<file path="src/rtl/mbus_cfg.svh">
`ifndef MBUS_CFG_SVH
`define MBUS_CFG_SVH

// ##############################
// Bus timing
// ##############################

`define MBUS_CLK_DIVIDOR 10           // CLK_IN cycles per bus clock half period
`define MBUS_RESET_CYCLES 7           // Bus clock periods in a bus reset
`define MBUS_START_HALF_CYCLES 6      // Half periods of the start phase
`define MBUS_IDLE_DETECT (3 * `MBUS_CLK_DIVIDOR)

// Payload
`define MBUS_DATA_BITS 8

`endif
</file>
<file path="src/rtl/mbus_pkg.sv">
package mbus_pkg;

	// Mediator phases, one per bus clock half period
	typedef enum logic [3:0] {
		BUS_IDLE,
		WAIT_FOR_START_POS,
		WAIT_FOR_START_NEG,
		ARBI_RES_POS,
		ARBI_RES_NEG,
		DRIVE1_POS,
		DRIVE1_NEG,
		LATCH1_POS,
		LATCH1_NEG,
		DRIVE2_POS,
		DRIVE2_NEG,
		LATCH2_POS,
		LATCH2_NEG,
		BUS_RESET_POS,
		BUS_RESET_NEG
	} mbus_med_state_t;

	typedef enum logic [2:0] {TX_IDLE, TX_WAIT_BUS, TX_REQUEST, TX_SEND, TX_END, TX_WAIT_IDLE}
		mbus_tx_state_t;

	typedef enum logic [1:0] {RX_IDLE, RX_FIRST, RX_SECOND, RX_WAIT_IDLE} mbus_rx_state_t;

endpackage

</file>
<file path="src/rtl/mbus_system.sv">
`timescale 1ns/1ps

module mbus_system
(
	input  logic       CLK_IN,
	input  logic       RESET,
	input  logic       tx_start,
	input  logic [7:0] tx_data,
	output logic       tx_busy,
	output logic       rx_valid,
	output logic [7:0] rx_data,
	output logic       bus_clk
);

	// ##############################
	// Ring: mediator -> tx -> rx -> mediator
	// ##############################

	logic med_dout;
	logic tx_dout;
	logic rx_dout;

	mbus_mediator u_mediator
	(
		.CLK_IN  (CLK_IN),
		.RESET   (RESET),
		.din     (rx_dout),
		.dout    (med_dout),
		.bus_clk (bus_clk)
	);

	mbus_tx_node u_tx
	(
		.CLK_IN   (CLK_IN),
		.RESET    (RESET),
		.din      (med_dout),
		.bus_clk  (bus_clk),
		.dout     (tx_dout),
		.tx_start (tx_start),
		.tx_data  (tx_data),
		.tx_busy  (tx_busy)
	);

	mbus_rx_node u_rx
	(
		.CLK_IN   (CLK_IN),
		.RESET    (RESET),
		.din      (tx_dout),
		.bus_clk  (bus_clk),
		.dout     (rx_dout),
		.rx_valid (rx_valid),
		.rx_data  (rx_data)
	);

endmodule

</file>
<file path="src/rtl/mbus_rx_node.sv">
`timescale 1ns/1ps
`include "mbus_cfg.svh"

module mbus_rx_node
(
	input  logic       CLK_IN,
	input  logic       RESET,
	input  logic       din,
	input  logic       bus_clk,
	output logic       dout,
	output logic       rx_valid,
	output logic [7:0] rx_data
);

	import mbus_pkg::*;

	localparam int IDLE_W = $clog2(`MBUS_IDLE_DETECT + 1);
	localparam int MSB = `MBUS_DATA_BITS - 1;

	mbus_rx_state_t state;
	logic bus_clk_prev;
	logic [IDLE_W-1:0] idle_cnt;
	logic [1:0] skip_cnt;                         // Rising edges to let pass
	logic first_bit;
	logic [`MBUS_DATA_BITS-1:0] rx_shift;
	logic clk_rise;
	logic bus_idle;
	logic sample;

	assign dout = din;                            // Ring passes straight through
	assign rx_data = rx_shift;
	assign clk_rise = bus_clk & ~bus_clk_prev;
	assign bus_idle = (idle_cnt == IDLE_W'(`MBUS_IDLE_DETECT));
	assign sample = clk_rise && (skip_cnt == 2'd0);

	always_ff @(posedge CLK_IN or negedge RESET)
	begin
		if (!RESET)
		begin
			bus_clk_prev <= 1'b1;
			idle_cnt <= '0;
			state <= RX_IDLE;
			skip_cnt <= 2'd0;
			rx_valid <= 1'b0;
		end
		else
		begin
			bus_clk_prev <= bus_clk;
			rx_valid <= 1'b0;
			if (!bus_clk)
				idle_cnt <= '0;
			else if (!bus_idle)
				idle_cnt <= idle_cnt + 1'b1;

			if (clk_rise && skip_cnt != 2'd0)
				skip_cnt <= skip_cnt - 1'b1;

			case (state)
				RX_IDLE:
					if (bus_idle && !din)
					begin
						skip_cnt <= 2'd2;         // Arbitration and first drive edge
						state <= RX_FIRST;
					end
				RX_FIRST:
					if (sample)
					begin
						skip_cnt <= 2'd1;
						state <= RX_SECOND;
					end
				RX_SECOND:
					if (sample)
					begin
						if (din == first_bit)
						begin
							skip_cnt <= 2'd1;
							state <= RX_FIRST;
						end
						else
						begin
							rx_valid <= 1'b1;     // End pair
							state <= RX_WAIT_IDLE;
						end
					end
				RX_WAIT_IDLE:
					if (bus_idle)
						state <= RX_IDLE;
				default:
					state <= RX_IDLE;
			endcase
		end
	end

	// Payload capture
	always_ff @(posedge CLK_IN)
	begin
		if (sample && state == RX_FIRST)
			first_bit <= din;
		else if (sample && state == RX_SECOND && din == first_bit)
			rx_shift <= {rx_shift[MSB-1:0], din};
	end

endmodule

</file>
<file path="src/rtl/mbus_tx_node.sv">
`timescale 1ns/1ps
`include "mbus_cfg.svh"

module mbus_tx_node
(
	input  logic       CLK_IN,
	input  logic       RESET,
	input  logic       din,
	input  logic       bus_clk,
	output logic       dout,
	input  logic       tx_start,
	input  logic [7:0] tx_data,
	output logic       tx_busy
);

	import mbus_pkg::*;

	localparam int IDLE_W = $clog2(`MBUS_IDLE_DETECT + 1);
	localparam int SLOTS = 2 * `MBUS_DATA_BITS;          // Drive slots carrying payload
	localparam int SLOT_W = $clog2(SLOTS + 2);
	localparam int MSB = `MBUS_DATA_BITS - 1;

	mbus_tx_state_t state;
	logic bus_clk_prev;
	logic [IDLE_W-1:0] idle_cnt;
	logic [SLOT_W-1:0] slot_cnt;
	logic skip_edge;                                     // Next rising edge is a latch edge
	logic [`MBUS_DATA_BITS-1:0] tx_shift;
	logic clk_rise;
	logic bus_idle;

	assign clk_rise = bus_clk & ~bus_clk_prev;
	assign bus_idle = (idle_cnt == IDLE_W'(`MBUS_IDLE_DETECT));

	// Counts steady-high bus clock, saturating
	always_ff @(posedge CLK_IN or negedge RESET)
	begin
		if (!RESET)
		begin
			bus_clk_prev <= 1'b1;
			idle_cnt <= '0;
		end
		else
		begin
			bus_clk_prev <= bus_clk;
			if (!bus_clk)
				idle_cnt <= '0;
			else if (!bus_idle)
				idle_cnt <= idle_cnt + 1'b1;
		end
	end

	always_ff @(posedge CLK_IN or negedge RESET)
	begin
		if (!RESET)
		begin
			state <= TX_IDLE;
			dout <= 1'b1;
			tx_busy <= 1'b0;
			slot_cnt <= '0;
			skip_edge <= 1'b0;
			tx_shift <= '0;
		end
		else
		begin
			case (state)
				TX_IDLE:
				begin
					dout <= din;
					if (tx_start)
					begin
						tx_shift <= tx_data;
						tx_busy <= 1'b1;
						state <= TX_WAIT_BUS;
					end
				end

				TX_WAIT_BUS:
				begin
					dout <= din;
					if (bus_idle)
					begin
						dout <= 1'b0;             // Bus request
						skip_edge <= 1'b0;
						state <= TX_REQUEST;
					end
				end

				TX_REQUEST:
					if (clk_rise)
					begin
						if (!skip_edge)
							skip_edge <= 1'b1;    // Arbitration edge
						else
						begin
							dout <= tx_shift[MSB];
							slot_cnt <= SLOT_W'(1);
							state <= TX_SEND;
						end
					end

				TX_SEND:
					if (clk_rise)
					begin
						skip_edge <= ~skip_edge;
						if (!skip_edge)
						begin
							slot_cnt <= slot_cnt + 1'b1;
							if (slot_cnt < SLOT_W'(SLOTS))
							begin
								dout <= tx_shift[MSB];
								if (slot_cnt[0])
									tx_shift <= {tx_shift[MSB-1:0], 1'b0};
							end
							else if (slot_cnt == SLOT_W'(SLOTS))
								dout <= 1'b1;     // End pair, first slot
							else
							begin
								dout <= 1'b0;     // End pair, second slot
								state <= TX_END;
							end
						end
					end

				TX_END:
					if (clk_rise)
					begin
						dout <= 1'b1;             // Release so the ring settles high
						state <= TX_WAIT_IDLE;
					end

				TX_WAIT_IDLE:
				begin
					dout <= din;
					if (bus_idle)
					begin
						tx_busy <= 1'b0;
						state <= TX_IDLE;
					end
				end

				default:
					state <= TX_IDLE;
			endcase
		end
	end

endmodule

</file>
<file path="src/rtl/mbus_mediator.sv">
`timescale 1ns/1ps
`include "mbus_cfg.svh"

module mbus_mediator
(
	input  logic CLK_IN,
	input  logic RESET,
	input  logic din,
	output logic dout,
	output logic bus_clk
);

	import mbus_pkg::*;

	localparam int CLK_CNT_W = $clog2(`MBUS_CLK_DIVIDOR);
	localparam int PHASE_MAX = (`MBUS_RESET_CYCLES > `MBUS_START_HALF_CYCLES) ?
		`MBUS_RESET_CYCLES : `MBUS_START_HALF_CYCLES;
	localparam int PHASE_CNT_W = $clog2(PHASE_MAX);

	mbus_med_state_t state, next_state;
	logic [CLK_CNT_W-1:0] clk_cnt, next_clk_cnt;
	logic [PHASE_CNT_W-1:0] phase_cnt, next_phase_cnt;   // Start and reset half periods left
	logic [1:0] sample_buf, next_sample_buf;
	logic clk_run, next_clk_run;
	logic half_done;
	logic pair_mismatch;

	assign half_done = (clk_cnt == '0);
	assign pair_mismatch = sample_buf[0] ^ sample_buf[1];

	always_ff @(posedge CLK_IN or negedge RESET)
	begin
		if (!RESET)
		begin
			state <= BUS_IDLE;
			clk_cnt <= CLK_CNT_W'(`MBUS_CLK_DIVIDOR - 1);
			clk_run <= 1'b0;
			sample_buf <= 2'b00;
			phase_cnt <= PHASE_CNT_W'(`MBUS_RESET_CYCLES - 1);
		end
		else
		begin
			state <= next_state;
			clk_cnt <= next_clk_cnt;
			clk_run <= next_clk_run;
			sample_buf <= next_sample_buf;
			phase_cnt <= next_phase_cnt;
		end
	end

	// ##############################
	// Bus clock and data out
	// ##############################

	always_comb
	begin
		bus_clk = 1'b1;
		dout = din;
		case (state)
			BUS_IDLE, WAIT_FOR_START_POS, ARBI_RES_POS:
				dout = 1'b1;                    // Line held high until data phases
			WAIT_FOR_START_NEG, ARBI_RES_NEG:
			begin
				bus_clk = 1'b0;
				dout = 1'b1;
			end
			DRIVE1_NEG, LATCH1_NEG, DRIVE2_NEG, LATCH2_NEG, BUS_RESET_NEG:
				bus_clk = 1'b0;
			default:
				bus_clk = 1'b1;
		endcase
	end

	// ##############################
	// Phase sequencer
	// ##############################

	always_comb
	begin
		next_state = state;
		next_clk_cnt = clk_cnt;
		next_clk_run = clk_run;
		next_sample_buf = sample_buf;
		next_phase_cnt = phase_cnt;

		if (clk_run)
		begin
			if (half_done)
				next_clk_cnt = CLK_CNT_W'(`MBUS_CLK_DIVIDOR - 1);
			else
				next_clk_cnt = clk_cnt - 1'b1;
		end

		case (state)
			BUS_IDLE:
			begin
				next_phase_cnt = PHASE_CNT_W'(`MBUS_START_HALF_CYCLES - 1);
				if (!din)
				begin
					next_state = WAIT_FOR_START_POS;   // Request seen
					next_clk_run = 1'b1;
				end
			end

			WAIT_FOR_START_POS:
				if (half_done)
				begin
					if (phase_cnt != '0)
						next_phase_cnt = phase_cnt - 1'b1;
					else
						next_state = WAIT_FOR_START_NEG;
				end

			WAIT_FOR_START_NEG:
				if (half_done)
					next_state = ARBI_RES_POS;

			ARBI_RES_POS:
				if (half_done)
					next_state = ARBI_RES_NEG;

			ARBI_RES_NEG:
				if (half_done)
					next_state = DRIVE1_POS;

			DRIVE1_POS:
				if (half_done)
					next_state = DRIVE1_NEG;

			DRIVE1_NEG:
				if (half_done)
				begin
					next_state = LATCH1_POS;
					next_sample_buf = {sample_buf[0], din};   // First copy
				end

			LATCH1_POS:
				if (half_done)
					next_state = LATCH1_NEG;

			LATCH1_NEG:
				if (half_done)
					next_state = DRIVE2_POS;

			DRIVE2_POS:
				if (half_done)
					next_state = DRIVE2_NEG;

			DRIVE2_NEG:
				if (half_done)
				begin
					next_state = LATCH2_POS;
					next_sample_buf = {sample_buf[0], din};   // Second copy
				end

			LATCH2_POS:
			begin
				next_phase_cnt = PHASE_CNT_W'(`MBUS_RESET_CYCLES - 1);
				if (pair_mismatch)
					next_state = BUS_RESET_POS;   // End of message or error
				else if (half_done)
					next_state = LATCH2_NEG;
			end

			LATCH2_NEG:
				if (half_done)
					next_state = DRIVE1_POS;

			BUS_RESET_POS:
				if (half_done)
					next_state = BUS_RESET_NEG;

			BUS_RESET_NEG:
				if (half_done)
				begin
					if (phase_cnt != '0)
					begin
						next_phase_cnt = phase_cnt - 1'b1;
						next_state = BUS_RESET_POS;
					end
					else
					begin
						next_state = BUS_IDLE;
						next_clk_run = 1'b0;      // Divider parks at full count
					end
				end

			default:
				next_state = BUS_IDLE;
		endcase
	end

endmodule

</file>
<file path="config.mk">
export PLATFORM = sky130hd
export DESIGN_NAME = mbus_system
export DESIGN_NICKNAME = d
export VERILOG_FILES = /design/src/rtl/mbus_pkg.sv /design/src/rtl/mbus_system.sv /design/src/rtl/mbus_rx_node.sv /design/src/rtl/mbus_tx_node.sv /design/src/rtl/mbus_mediator.sv
export VERILOG_INCLUDE_DIRS = /design/src /design/src/rtl
export SDC_FILE = /design/constraint.sdc
export NUM_CORES = 1
export LEC_CHECK = 0
export ABC_AREA = 1
export BUFFER_PORTS_ARGS = -buffer_cell sky130_fd_sc_hd__buf_2
export CORE_AREA = 8 8 86 88
export DETAILED_ROUTE_END_ITERATION = 7
export DIE_AREA = 0 0 94 96
export PLACE_DENSITY = 0.73
export REMOVE_ABC_BUFFERS = 1
export SLEW_MARGIN = 20
export SYNTH_ARGS = -nofsm -noshare
export SYNTH_HDL_FRONTEND = slang
export SYNTH_HIERARCHICAL = 1
export SYNTH_SLANG_ARGS = --single-unit
</file>
<file path="constraint.sdc">
create_clock -name CLK_IN -period 5.83 [get_ports CLK_IN]
set_input_delay 0.583 -clock CLK_IN [delete_from_list [all_inputs] [get_ports CLK_IN]]
set_output_delay 0.583 -clock CLK_IN [all_outputs]
set_load 0.005 [all_outputs]
</file>
==> run_results.csv <==
group,metric,value,unit
run_status,outcome,"completed",
power_and_ir_drop,swShare,0.377,
sta,max_slew_margin,0.568,
global_routing,grt_use_total,0.165,
cts,cts_setup_buffers,0,
route,vias,2881,
sta,hold_violations,0,
floorplanning,core,0.00610,mm²
route,drtPass1Iterations,4,
cts,cts_buffers,9,
power_and_ir_drop,seqPwrFrac,0.432,
worst_setup_path,cp_max_fo,14,
logic_synthesis,synth_top_area_cell,"dfrtp_1",
cts,clock-sinks,59,
logic_synthesis,synth_cell_types,42,
placement,io_buffers,21,
sta,timing.final.crit_share,0.373,
sta,skew,8.24,ps
route,viasPerCell,5.24,
sta,tns,0,ps
sta,report.final.setup_viol,0,
floorplanning,start_util,0.572,
worst_setup_path,r2r_cells,9,
worst_setup_path,cp.arrival,1590,ps
final_layout,drive_above_1_share,0.201,
cts,cts.path.max_buffers,2,
final_layout,utilization,0.625,
route,drtIter0Drc,151,
global_routing,grt_pass1_wl,12.1,mm
power_and_ir_drop,vdd_ir_drop_max,0.205,mV
final_layout,seq_area,0.00153,mm²
cts,clkLatencyLatePin,330,ps
worst_setup_path,cp.required,5250,ps
logic_synthesis,ys.flop_type,"dfrtp_1",
route,ant_nets,0,
logic_synthesis,ys_ff_latch,59,
sta,fin_hold_ws,362,ps
cts,cts.repair.resized,0,
logic_synthesis,synth_edf_count,9,
global_routing,grt_max_degree,51,
logic_synthesis,yosys-top-cells-area,"dfrtp_1 31%, nand2_1 16%, edfxtp_1 7.8%",
worst_setup_path,end_kind,"output port",
power_and_ir_drop,power.switching,463,µW
route,routedWlPerCell,12.4,µm
power_and_ir_drop,p_int,764,µW
logic_synthesis,yosys.cell_count.top_type,"nand2_1",
global_routing,antenna_found_initial,0,
worst_setup_path,start_kind,"flip-flop",
sta,rsz0062_at_grt,"no",
final_layout,n_antenna_cell,0,
sta,max_freq,460,MHz
floorplanning,die_h,96,µm
logic_synthesis,syn_area,0.00349,mm²
power_and_ir_drop,p_leak,1.97,nW
final_layout,design_area,0.00381,mm²
route,drc_errors,0,
sta,layout_min_cycle_time,2180,ps
floorplanning,dieWidth,94,µm
floorplanning,io_pins,22,
logic_synthesis,yosysTopAreaCellShare,0.309,
floorplanning,dieArea,0.00902,mm²
global_routing,grt_pass1_vias,2790,
power_and_ir_drop,p_per_area,322,mW/mm²
logic_synthesis,synth_common_cells,"152 x nand2_1, 43 x dfrtp_1, 39 x inv_1",
worst_setup_path,path_class,"reg -> out",
route,drt-total-wl,6.82,mm
worst_hold_path,min_path_type,"in -> async",
logic_synthesis,synth_area_per_cell,7.91,µm²
cts,cts_tree,"yes",
logic_synthesis,yosysSeqAreaShare,0.439,
cts,cts-root-buf,"clkbuf_8",
final_layout,syn2layout_area_growth,9.19,%
final_layout,multi_input_area,0.00171,mm²
floorplanning,rows,29,
final_layout,nets,488,
cts,hold_buffers,0,
placement,hpwlAfterDp,4.93,mm
logic_synthesis,synth_async_sr_flop_share,0.847,
sta,tightest_slew,648,ps
power_and_ir_drop,power,1.23,mW
logic_synthesis,syn_inst,441,
final_layout,num-fill-cells,547,
cts,h-tree-depth,3,
cts,path_clk_slew,70,ps
placement,place_area,0.00365,mm²
placement,gp_congestion,0.906,
job,drv_cap,0,
power_and_ir_drop,clock_power_share,0.248,
global_routing,overflow,0,
power_and_ir_drop,combinationalPowerShare,0.319,
sta,drv_slew,0,
logic_synthesis,yosysWarningCount,6,
-- routing by layer --
layer	vias up	wire [µm]	part of all wire	GRT usage
li1	1479	-	-	-
met1	1356	3270	0.48	0.202
met2	38	3220	0.47	0.279
met3	8	255	0.037	0.0367
met4	0	71	0.010	0.0634
met5	-	0	0	0
-- flip-flops by register name (all words and copies together) (netlist names) --
signal and flops:
u_rx/first_bit 1, u_rx/state 2, u_rx/idle_cnt 5, u_mediator/state 4
u_mediator/clk_cnt 4, u_mediator/sample_buf 2, u_rx/rx_valid 1, u_rx/rx_data 8
u_tx/slot_cnt 5, u_tx/bus_clk_prev 1, u_tx/dout 1, u_mediator/clk_run 1
u_rx/bus_clk_prev 1, u_rx/skip_cnt 2, u_tx/tx_busy 1, u_tx/skip_edge 1
u_tx/tx_shift 8, u_tx/state 3, u_tx/idle_cnt 5, u_mediator/phase_cnt 3
-- worst max-delay path, cell delays in order (launching register included) --
cell and delay (ps):
dfrtp_1 490, nor2_4 220, nor2_1 90, nor2_1 100
buf_4 210, buf_2 150
-- logic make-up (layout without fill, tap and decap cells) --
logic type / Yosys count / after routing / share of synthesized area
simple gates: 259 / 259 / 0.351
flops: 59 / 59 / 0.439
buf+inv: 59 / 91 / 0.0703
compound gates: 45 / 45 / 0.0818
fa+ha+maj: 9 / 9 / 0.0323
xor+xnor: 9 / 9 / 0.0226
mux: 1 / 1 / 0.00287
-- final cells by class --
| cell class | count | share of cell area |
|---|---|---|
| Clock buffer | 12 | 0.0355 |
| Clock inverter | 4 | 0.00493 |
| Inverter | 52 | 0.0513 |
| Multi-Input combinational cell | 323 | 0.450 |
| Sequential cell | 59 | 0.402 |
| Tap cell | 77 | 0.0253 |
| Timing Repair Buffer | 23 | 0.0315 |
-- power by group through the flow --
| stage | logic, mW | clock network [mW] | registers [mW] |
|---|---|---|---|
| floorplan | 0.316 | 0 | 0.523 |
| global placement | 0.387 | 0 | 0.536 |
| detailed placement | 0.393 | 0 | 0.537 |
| CTS | 0.395 | 0.315 | 0.530 |
| global route | 0.452 | 0.343 | 0.537 |
| finish | 0.392 | 0.305 | 0.530 |
-- worst paths after layout --
path                       slack (ps)                            start                            to
max in group asynchronous        5030                            RESET  u_tx/tx_shift[7]$_DFFE_PN0P_
setup / recovery                 3650  u_mediator/state[3]$_DFFE_PN0P_                       bus_clk
min in group CLK_IN               450        u_rx/rx_data[5]$_DFFE_PP_     u_rx/rx_data[6]$_DFFE_PP_
hold / removal                    360                            RESET      u_tx/tx_busy$_DFFE_PN0P_
setup reg to reg                 3710  u_mediator/state[3]$_DFFE_PN0P_  u_tx/tx_shift[0]$_DFFE_PN0P_
hold reg to reg                   450        u_rx/rx_data[5]$_DFFE_PP_     u_rx/rx_data[6]$_DFFE_PP_
-- per-stage QoR --
| stage | instances | worst slack, ps |
|---|---|---|
| 2_1_floorplan | 434 | 3570 |
| 3_3_place_gp | 534 | 3790 |
| 3_5_place_dp | 534 | 3740 |
| 4_1_cts | 550 | 3650 |
| 5_1_grt | 550 | 3540 |
| 6_report | 550 | 3650 |
-- placed cells by master (no fill, tap or decap), types with 2 or more instances in the layout --
cell type  count
nand3_4        3
edfxtp_1       9
dfrtp_1       43
inv_1         39
o21ai_1        5
nand3_1       37
o21ai_2        2
ha_1           9
o21ai_0       21
clkbuf_1       3
dfstp_2        7
nand4_1       14
nand2_1      152
nand2_2       13
clkbuf_8       9
buf_4          2
nor2_2         7
buf_2         21
clkinv_2       3
xor2_1         7
nor2_1        19
or2_1          2
a21oi_1        7
a31oi_1        2
xnor2_1        2
inv_2         13
nor2_4         4
nand2_4        2
(Power assumes the default switching activity.)
